<file path="src/logic/lc4_pkg.sv">
`default_nettype none

package lc4_pkg;

    localparam int WORD_W    = 16;
    localparam int REG_IDX_W = 3;
    localparam int NUM_REGS  = 8;

    localparam logic [WORD_W-1:0] RESET_PC = 16'h8200;

    // major opcodes in insn[15:12]
    localparam logic [3:0] OPC_BR    = 4'b0000;
    localparam logic [3:0] OPC_ARITH = 4'b0001;
    localparam logic [3:0] OPC_LOGIC = 4'b0101;
    localparam logic [3:0] OPC_LDR   = 4'b0110;
    localparam logic [3:0] OPC_STR   = 4'b0111;
    localparam logic [3:0] OPC_CONST = 4'b1001;

    // register-register function codes in insn[5:3]
    localparam logic [2:0] FN_ADD = 3'b000;
    localparam logic [2:0] FN_SUB = 3'b010;
    localparam logic [2:0] FN_AND = 3'b000;
    localparam logic [2:0] FN_OR  = 3'b010;
    localparam logic [2:0] FN_XOR = 3'b011;

    typedef logic [WORD_W-1:0]    word_t;
    typedef logic [WORD_W-1:0]    insn_t;
    typedef logic [REG_IDX_W-1:0] reg_idx_t;

    // n in bit 2, z in bit 1, p in bit 0
    typedef logic [2:0] nzp_t;

    // retire stall code seen on the trace port
    typedef enum logic [1:0] {
        STALL_NONE   = 2'd0,
        STALL_PIPE   = 2'd1,
        STALL_BRANCH = 2'd2,
        STALL_LOAD   = 2'd3
    } stall_e;

    typedef struct packed {
        reg_idx_t rs;
        reg_idx_t rt;
        reg_idx_t rd;
        logic     rs_re;
        logic     rt_re;
        logic     rd_we;
        logic     nzp_we;
        logic     is_load;
        logic     is_store;
        logic     is_branch;
    } ctrl_t;

    typedef struct packed {
        word_t  pc;
        insn_t  insn;
        ctrl_t  ctrl;
        stall_e stall;
    } stage_t;

    typedef struct packed {
        logic  we;
        word_t addr;
        word_t wdata;
    } dmem_req_t;

    typedef struct packed {
        word_t    pc;
        insn_t    insn;
        stall_e   stall;
        logic     rd_we;
        reg_idx_t rd;
        word_t    rd_data;
        logic     nzp_we;
        nzp_t     nzp;
        logic     dmem_we;
        word_t    dmem_addr;
        word_t    dmem_data;
    } wb_trace_t;

    // sign class of a result as loaded into the NZP register
    function automatic nzp_t nzp_of(word_t value);
        if (value[WORD_W-1]) begin
            return 3'b100;
        end else if (value == '0) begin
            return 3'b010;
        end
        return 3'b001;
    endfunction

    // empty slot with no enables that carries the reason it exists
    function automatic stage_t bubble(stall_e code);
        stage_t s;
        s       = '0;
        s.stall = code;
        return s;
    endfunction

endpackage

`default_nettype wire

</file>
<file path="src/logic/lc4_decoder.sv">
`timescale 1ns/100ps
`default_nettype none

module lc4_decoder import lc4_pkg::*; (
    input  wire insn_t i_insn,
    output ctrl_t      o_ctrl
);

    logic [3:0] opcode;
    logic [2:0] fn;
    logic       alu_rr;
    logic       alu_imm;

    assign opcode = i_insn[15:12];
    assign fn     = i_insn[5:3];

    // which register-register and immediate forms are kept
    always_comb begin
        alu_rr  = 1'b0;
        alu_imm = 1'b0;
        case (opcode)
            OPC_ARITH: begin
                alu_imm = i_insn[5];
                alu_rr  = !i_insn[5] && (fn == FN_ADD || fn == FN_SUB);
            end
            OPC_LOGIC: begin
                alu_rr = !i_insn[5] && (fn == FN_AND || fn == FN_OR || fn == FN_XOR);
            end
            default: begin
                alu_rr  = 1'b0;
                alu_imm = 1'b0;
            end
        endcase
    end

    always_comb begin
        // anything not matched below falls out as a NOP
        o_ctrl = '0;
        if (alu_rr || alu_imm) begin
            o_ctrl.rd     = i_insn[11:9];
            o_ctrl.rs     = i_insn[8:6];
            o_ctrl.rt     = i_insn[2:0];
            o_ctrl.rs_re  = 1'b1;
            o_ctrl.rt_re  = alu_rr;
            o_ctrl.rd_we  = 1'b1;
            o_ctrl.nzp_we = 1'b1;
        end else begin
            case (opcode)
                OPC_BR: begin
                    // nzp mask of 000 is the NOP encoding
                    o_ctrl.is_branch = (i_insn[11:9] != 3'b000);
                end
                OPC_LDR: begin
                    o_ctrl.rd      = i_insn[11:9];
                    o_ctrl.rs      = i_insn[8:6];
                    o_ctrl.rs_re   = 1'b1;
                    o_ctrl.rd_we   = 1'b1;
                    o_ctrl.nzp_we  = 1'b1;
                    o_ctrl.is_load = 1'b1;
                end
                OPC_STR: begin
                    // store data register sits in the rd field
                    o_ctrl.rt       = i_insn[11:9];
                    o_ctrl.rs       = i_insn[8:6];
                    o_ctrl.rs_re    = 1'b1;
                    o_ctrl.rt_re    = 1'b1;
                    o_ctrl.is_store = 1'b1;
                end
                OPC_CONST: begin
                    o_ctrl.rd     = i_insn[11:9];
                    o_ctrl.rd_we  = 1'b1;
                    o_ctrl.nzp_we = 1'b1;
                end
                default: begin
                    o_ctrl = '0;
                end
            endcase
        end
    end

endmodule

`default_nettype wire

</file>
<file path="src/logic/lc4_alu.sv">
`timescale 1ns/100ps
`default_nettype none

module lc4_alu import lc4_pkg::*; (
    input  wire insn_t i_insn,
    input  wire word_t i_pc,
    input  wire word_t i_rs_data,
    input  wire word_t i_rt_data,
    output word_t      o_result
);

    word_t imm5;
    word_t imm6;
    word_t imm9;

    // sign-extended immediates
    assign imm5 = {{(WORD_W-5){i_insn[4]}}, i_insn[4:0]};
    assign imm6 = {{(WORD_W-6){i_insn[5]}}, i_insn[5:0]};
    assign imm9 = {{(WORD_W-9){i_insn[8]}}, i_insn[8:0]};

    always_comb begin
        o_result = '0;
        case (i_insn[15:12])
            OPC_BR: begin
                // branch target that matters only when taken
                o_result = i_pc + word_t'(1) + imm9;
            end
            OPC_ARITH: begin
                if (i_insn[5]) begin
                    o_result = i_rs_data + imm5;
                end else begin
                    case (i_insn[5:3])
                        FN_ADD:  o_result = i_rs_data + i_rt_data;
                        FN_SUB:  o_result = i_rs_data - i_rt_data;
                        default: o_result = '0;
                    endcase
                end
            end
            OPC_LOGIC: begin
                case (i_insn[5:3])
                    FN_AND:  o_result = i_rs_data & i_rt_data;
                    FN_OR:   o_result = i_rs_data | i_rt_data;
                    FN_XOR:  o_result = i_rs_data ^ i_rt_data;
                    default: o_result = '0;
                endcase
            end
            OPC_LDR, OPC_STR: begin
                // effective address
                o_result = i_rs_data + imm6;
            end
            OPC_CONST: begin
                o_result = imm9;
            end
            default: begin
                o_result = '0;
            end
        endcase
    end

endmodule

`default_nettype wire

</file>
<file path="src/logic/lc4_regfile.sv">
`timescale 1ns/100ps
`default_nettype none

module lc4_regfile import lc4_pkg::*; (
    input  wire logic     gwe,
    input  wire logic     i_rst_n,
    input  wire reg_idx_t i_rs,
    input  wire reg_idx_t i_rt,
    output word_t         o_rs_data,
    output word_t         o_rt_data,
    input  wire reg_idx_t i_rd,
    input  wire logic     i_rd_we,
    input  wire word_t    i_wdata
);

    word_t regs [NUM_REGS];

    always_ff @(posedge gwe or negedge i_rst_n) begin
        if (!i_rst_n) begin
            for (int i = 0; i < NUM_REGS; i++) begin
                regs[i] <= '0;
            end
        end else if (i_rd_we) begin
            regs[i_rd] <= i_wdata;
        end
    end

    // writeback value is visible to decode in the same cycle
    assign o_rs_data = (i_rd_we && i_rd == i_rs) ? i_wdata : regs[i_rs];
    assign o_rt_data = (i_rd_we && i_rd == i_rt) ? i_wdata : regs[i_rt];

endmodule

`default_nettype wire

</file>
<file path="src/logic/lc4_fetch_unit.sv">
`timescale 1ns/100ps
`default_nettype none

module lc4_fetch_unit import lc4_pkg::*; (
    input  wire logic  gwe,
    input  wire logic  i_rst_n,
    input  wire logic  i_stall,
    input  wire logic  i_redirect,
    input  wire word_t i_target,
    output word_t      o_pc
);

    word_t pc_q;
    word_t pc_next;

    // a taken branch wins over a load-use hold, since the held
    // instruction is being flushed anyway
    always_comb begin
        if (i_redirect) begin
            pc_next = i_target;
        end else if (i_stall) begin
            pc_next = pc_q;
        end else begin
            pc_next = pc_q + word_t'(1);
        end
    end

    always_ff @(posedge gwe or negedge i_rst_n) begin
        if (!i_rst_n) begin
            pc_q <= RESET_PC;
        end else begin
            pc_q <= pc_next;
        end
    end

    assign o_pc = pc_q;

endmodule

`default_nettype wire

</file>
<file path="src/logic/lc4_hazard_unit.sv">
`timescale 1ns/100ps
`default_nettype none

module lc4_hazard_unit import lc4_pkg::*; (
    input  wire ctrl_t i_d_ctrl,
    input  wire ctrl_t i_x_ctrl,
    input  wire ctrl_t i_m_ctrl,
    input  wire ctrl_t i_w_ctrl,
    input  wire word_t i_x_rs_reg,
    input  wire word_t i_x_rt_reg,
    input  wire word_t i_m_result,
    input  wire word_t i_m_store,
    input  wire word_t i_w_result,
    output logic       o_stall,
    output word_t      o_alu_a,
    output word_t      o_alu_b,
    output word_t      o_store_data
);

    logic load_use;
    logic load_branch;
    logic a_from_m;
    logic a_from_w;
    logic b_from_m;
    logic b_from_w;
    logic st_from_w;

    // load in X feeding a register source in D
    assign load_use = i_x_ctrl.is_load &&
                      ((i_d_ctrl.rs_re && i_d_ctrl.rs == i_x_ctrl.rd) ||
                       (i_d_ctrl.rt_re && i_d_ctrl.rt == i_x_ctrl.rd));

    // the load sets NZP only at the end of M, so a branch right
    // behind it must wait one cycle as well
    assign load_branch = i_x_ctrl.is_load && i_d_ctrl.is_branch;

    assign o_stall = load_use || load_branch;

    // MX has priority over WX
    // the load-use stall keeps a load in M away from a consumer in X
    assign a_from_m = i_m_ctrl.rd_we && i_m_ctrl.rd == i_x_ctrl.rs;
    assign a_from_w = i_w_ctrl.rd_we && i_w_ctrl.rd == i_x_ctrl.rs;
    assign b_from_m = i_m_ctrl.rd_we && i_m_ctrl.rd == i_x_ctrl.rt;
    assign b_from_w = i_w_ctrl.rd_we && i_w_ctrl.rd == i_x_ctrl.rt;

    assign o_alu_a = a_from_m ? i_m_result :
                     a_from_w ? i_w_result :
                     i_x_rs_reg;

    assign o_alu_b = b_from_m ? i_m_result :
                     b_from_w ? i_w_result :
                     i_x_rt_reg;

    // WM bypass covers a load or ALU op just ahead of the store
    assign st_from_w = i_m_ctrl.is_store && i_w_ctrl.rd_we &&
                       i_w_ctrl.rd == i_m_ctrl.rt;

    assign o_store_data = st_from_w ? i_w_result : i_m_store;

endmodule

`default_nettype wire

</file>
<file path="src/logic/lc4_pipeline.sv">
`timescale 1ns/100ps
`default_nettype none

module lc4_pipeline import lc4_pkg::*; (
    input  wire logic  gwe,
    input  wire logic  i_rst_n,
    output word_t      o_imem_addr,
    input  wire insn_t i_imem_insn,
    output dmem_req_t  o_dmem,
    input  wire word_t i_dmem_rdata,
    output wb_trace_t  o_wb
);

    stage_t d_q;
    stage_t x_q;
    stage_t m_q;
    stage_t w_q;
    stage_t d_next;
    stage_t x_next;
    stage_t x_from_d;
    ctrl_t  d_ctrl;
    nzp_t   nzp_q;

    word_t  f_pc;
    word_t  rf_rs_data;
    word_t  rf_rt_data;
    word_t  x_rs_q;
    word_t  x_rt_q;
    word_t  alu_a;
    word_t  alu_b;
    word_t  alu_result;
    word_t  m_result_q;
    word_t  m_store_q;
    word_t  store_data;
    word_t  w_alu_q;
    word_t  w_load_q;
    word_t  w_store_q;
    word_t  w_result;
    logic   stall;
    logic   br_taken;

    lc4_fetch_unit fetch_inst (
        .gwe        (gwe),
        .i_rst_n    (i_rst_n),
        .i_stall    (stall),
        .i_redirect (br_taken),
        .i_target   (alu_result),
        .o_pc       (f_pc)
    );

    assign o_imem_addr = f_pc;

    lc4_decoder decoder_inst (
        .i_insn (d_q.insn),
        .o_ctrl (d_ctrl)
    );

    lc4_regfile regfile_inst (
        .gwe       (gwe),
        .i_rst_n   (i_rst_n),
        .i_rs      (d_ctrl.rs),
        .i_rt      (d_ctrl.rt),
        .o_rs_data (rf_rs_data),
        .o_rt_data (rf_rt_data),
        .i_rd      (w_q.ctrl.rd),
        .i_rd_we   (w_q.ctrl.rd_we),
        .i_wdata   (w_result)
    );

    lc4_hazard_unit hazard_inst (
        .i_d_ctrl     (d_ctrl),
        .i_x_ctrl     (x_q.ctrl),
        .i_m_ctrl     (m_q.ctrl),
        .i_w_ctrl     (w_q.ctrl),
        .i_x_rs_reg   (x_rs_q),
        .i_x_rt_reg   (x_rt_q),
        .i_m_result   (m_result_q),
        .i_m_store    (m_store_q),
        .i_w_result   (w_result),
        .o_stall      (stall),
        .o_alu_a      (alu_a),
        .o_alu_b      (alu_b),
        .o_store_data (store_data)
    );

    lc4_alu alu_inst (
        .i_insn    (x_q.insn),
        .i_pc      (x_q.pc),
        .i_rs_data (alu_a),
        .i_rt_data (alu_b),
        .o_result  (alu_result)
    );

    // branch resolves in X against the committed NZP
    assign br_taken = x_q.ctrl.is_branch && ((nzp_q & x_q.insn[11:9]) != 3'b000);

    always_comb begin
        x_from_d      = d_q;
        x_from_d.ctrl = d_ctrl;
        d_next        = d_q;
        x_next        = x_from_d;
        if (br_taken) begin
            d_next = bubble(STALL_BRANCH);
            x_next = bubble(STALL_BRANCH);
        end else if (stall) begin
            x_next = bubble(STALL_LOAD);
        end else begin
            d_next.pc    = f_pc;
            d_next.insn  = i_imem_insn;
            d_next.ctrl  = '0;
            d_next.stall = STALL_NONE;
        end
    end

    always_ff @(posedge gwe or negedge i_rst_n) begin
        if (!i_rst_n) begin
            d_q   <= bubble(STALL_PIPE);
            x_q   <= bubble(STALL_PIPE);
            m_q   <= bubble(STALL_PIPE);
            w_q   <= bubble(STALL_PIPE);
            nzp_q <= '0;
        end else begin
            d_q <= d_next;
            x_q <= x_next;
            m_q <= x_q;
            w_q <= m_q;
            // the younger ALU result in X overrides a load finishing in M
            if (x_q.ctrl.nzp_we && !x_q.ctrl.is_load) begin
                nzp_q <= nzp_of(alu_result);
            end else if (m_q.ctrl.is_load) begin
                nzp_q <= nzp_of(i_dmem_rdata);
            end
        end
    end

    always_ff @(posedge gwe) begin
        x_rs_q     <= rf_rs_data;
        x_rt_q     <= rf_rt_data;
        m_result_q <= alu_result;
        m_store_q  <= alu_b;
        w_alu_q    <= m_result_q;
        w_load_q   <= i_dmem_rdata;
        w_store_q  <= store_data;
    end

    always_comb begin
        o_dmem.we    = m_q.ctrl.is_store;
        o_dmem.addr  = (m_q.ctrl.is_load || m_q.ctrl.is_store) ? m_result_q : '0;
        o_dmem.wdata = m_q.ctrl.is_store ? store_data : '0;
    end

    assign w_result = w_q.ctrl.is_load ? w_load_q : w_alu_q;

    // retire record
    always_comb begin
        o_wb.pc        = w_q.pc;
        o_wb.insn      = w_q.insn;
        o_wb.stall     = w_q.stall;
        o_wb.rd_we     = w_q.ctrl.rd_we;
        o_wb.rd        = w_q.ctrl.rd;
        o_wb.rd_data   = w_result;
        o_wb.nzp_we    = w_q.ctrl.nzp_we;
        o_wb.nzp       = w_q.ctrl.nzp_we ? nzp_of(w_result) : '0;
        o_wb.dmem_we   = w_q.ctrl.is_store;
        o_wb.dmem_addr = (w_q.ctrl.is_load || w_q.ctrl.is_store) ? w_alu_q : '0;
        o_wb.dmem_data = w_q.ctrl.is_load  ? w_load_q :
                         w_q.ctrl.is_store ? w_store_q : '0;
    end

endmodule

`default_nettype wire

</file>
<file path="config.mk">
export PLATFORM = sky130hd
export DESIGN_NAME = lc4_pipeline
export DESIGN_NICKNAME = d
export VERILOG_FILES = /design/src/logic/lc4_pkg.sv /design/src/logic/lc4_decoder.sv /design/src/logic/lc4_alu.sv /design/src/logic/lc4_regfile.sv /design/src/logic/lc4_fetch_unit.sv /design/src/logic/lc4_hazard_unit.sv /design/src/logic/lc4_pipeline.sv
export SDC_FILE = /design/constraint.sdc
export NUM_CORES = 1
export LEC_CHECK = 0
export ABC_AREA = 1
export ABC_CLOCK_PERIOD_IN_PS = 5700
export BUFFER_PORTS_ARGS = -buffer_cell sky130_fd_sc_hd__buf_2
export CORE_AREA = 5 5 254 256
export DETAILED_ROUTE_END_ITERATION = 8
export DIE_AREA = 0 0 259 261
export PLACE_DENSITY = 0.52
export SYNTH_ARGS = -nofsm -noshare
export SYNTH_HDL_FRONTEND = slang
export SYNTH_HIERARCHICAL = 1
export SYNTH_SLANG_ARGS = --single-unit
export TNS_END_PERCENT = 10
</file>
<file path="constraint.sdc">
create_clock -name gwe -period 5.7 [get_ports gwe]
set_input_delay 1.14 -clock gwe [delete_from_list [all_inputs] [get_ports gwe]]
set_output_delay 1.14 -clock gwe [all_outputs]
set_load 0.1 [all_outputs]
</file>
==> impl_metrics.toml <==
[worst_hold_path]
hold_path_end = "o_wb[73]"
min_path_type = "flip-flop to flip-flop"
hp-start = "m_q[32]"
whs_path_depth = 0

[clock_network]
cts.clk_slew.worst_paths_ns = 0.07
htree_levels = 2
cts_tree = "built"
cts-buffers-inserted = 50
clockBufferDepth = 3
postCtsSetupBuffers = 0
cts_resized = 0
clock_latency_ns = 0.59
cts-root-buf = "clkbuf_16"
cts_sinks = 426
hold_buffers = 0

[route]
drtAntennaViolNets = 0
wl_per_cell_um = 19.7
drt_iter0_drc = 2295
vias = 22700
drc_errors = 0
first_pass_iters = 8
totalWireLength_um = 86200
viasPerCell = 5.17

[global_routing]
grt_pass1_wl_um = 133000
grt_pass1_vias = 22200
grt_usage_pct = 25.0
grt_start_max_net_pins = 105
grt_antenna_before_repair = 4
grt-ovfl-total = 0

[worst_setup_path]
rrSetupSlack_ns = 0.62
crit-reg2reg-launch = "o_wb[54]"
rr_worst_depth = 32
slowest_stage = "dfrtp_1"
critical_path_arrival_ns = 5.57
critPathLaunchType = "flip-flop"
end_kind = "flip-flop"
crit_fanout = 17
worst_ep_required_time_ns = 6.19
crit_type = "flip-flop to flip-flop"
crit_path_max_incr_delay_ns = 0.57
path_common_cell = "nand2_1"
r2r_end = "nzp_q[0]"

[placed_design]
port_buffers = 173
finalWeightedCongestion = 0.956
dp_hpwl_um = 62100
post-place-ws_ns = 0.758

[timing]
finalSetupTns_ns = 0
setup_viol = 0
fmax_ghz = 0.197
fin_crit_sh_pct = 89.2
worst_slew_pin_slew_ns = 1.24
hold_viol_final = 0
maxSlewViolCount = 0
relSlewSlack_pct = 16.5
rsz0062_at_grt = "false"
layout_min_cycle_time_ns = 5.08
skew_ns = 0.0286
setup_slack_ns = 0.617

[power]
power_density_nw_per_um2 = 565
ir_drop_v = 0.000687
p_leak_uw = 0.0141

[floorplanning]
initial_utilization_pct = 38.7
die_area_sq_um = 67600
die_h_um = 261
fp.dieW_um = 259
io_pins = 174
core_area_sq_um = 62300
row_count = 92

[yosys]
synth_area_per_cell_sq_um = 7.11
syn_area_sq_um = 24100
netlist_instances = 3392
yosysWarnings = 6
syn-num-nets = 3518

[layout]
area.growth.synth_to_final_pct = 12.9
layout-drive-gt1-share_pct = 11.1
nets = 3620

[status]
status = "complete, no violations"

[job]
max_cap_violations = 0
-- final cells by class --
class                      instances  area, sq um
fill                            6477        35100
multi-input combinational       2334        11300
sequential                       426        10100
inverter                         464         1750
clock buffer                      71         1440
timing repair buffer             218         1240
tap                              846         1060
clock inverter                    20          310
antenna                            2         5.00
-- worst max-delay path by stage --
stage | cells after the start | start | endpoint
6_report | 32 | o_wb[54] | nzp_q[0]
5_1_grt | 35 | o_wb[54] | nzp_q[0]
4_1_cts | 32 | o_wb[54] | nzp_q[0]
3_5_place_dp | 34 | o_wb[54] | nzp_q[0]
3_3_place_gp | 32 | o_wb[54] | nzp_q[0]
2_1_floorplan | 31 | w_q[4] | nzp_q[0]
-- metrics by stage --
| stage | util [%] | area, sq um | cells | hold slack, ns | power (uW) |
|---|---|---|---|---|---|
| global placement | 40.9 | 25500 | 4288 | 0.332 | 11900 |
| global route | 43.7 | 27200 | 4379 | 0.354 | 16400 |
| floorplan | - | 24100 | 3392 | 0.331 | 9780 |
| CTS | 43.7 | 27200 | 4379 | 0.347 | 15400 |
| detailed placement | 40.9 | 25500 | 4288 | 0.335 | 11900 |
| finish | 43.7 | 27200 | 4381 | 0.345 | 15400 |
-- flip-flops by register name, indices dropped and copies added, names as in the netlist --
name               flops
d_q                   34
fetch_inst/o_pc       16
m_q                   43
m_result_q            16
m_store_q             16
nzp_q                  3
o_dmem                 1
o_wb                  40
regfile_inst/regs    128
w_alu_q               16
w_load_q              16
w_q                    1
w_store_q             16
x_q                   48
x_rs_q                16
x_rt_q                16
-- worst max-delay path: cells and delay by family (launching register included) --
kind / cells / cell delay, ns
AOI/OAI and AO/OA: 2 / 0.46
adders and majority gates: 2 / 0.53
xor gates and xnor gates: 2 / 0.33
DFF: 1 / 0.57
buffers and inverters: 5 / 0.37
and+or+nand+nor: 21 / 2.71
-- cell usage in the layout (no fill, tap or decap), types with 6 or more instances in the layout --
cell and instances:
xor2_1 26, clkbuf_16 51, o21ai_1 16, dfstp_2 6, dfrtp_1 308, xnor2_1 11
a21oi_1 90, nand3b_1 7, inv_1 439, nor2_4 7, nand3_1 435, nor2_1 239
bufinv_16 7, clkbuf_1 11, ha_1 89, inv_2 18, clkbuf_8 9, buf_2 172
nor3_1 8, buf_4 43, nand2_2 27, o211ai_1 11, nor2_2 11, nand2_1 1046
o21bai_1 8, nand4_1 15, dfxtp_1 112, o21ai_0 229
-- layer usage --
metal / vias to the layer above / share of wire (%) / track usage (%) / wire length, um
li1: 10900 / - / - / -
met3: 106 / 6.9 / 3.22 / 5980
met5: - / 0 / 0 / 0
met2: 892 / 44 / 39.4 / 37600
met4: 0 / 1.7 / 5.59 / 1500
met1: 10800 / 48 / 37.0 / 41200
-- where the power goes --
part	internal [uW]	switching [uW]	leakage, uW
registers	3820	597	0.00504
logic	1970	5570	0.00820
clock network	2080	1330	0.000853
Power figures use the tool's default switching activity.
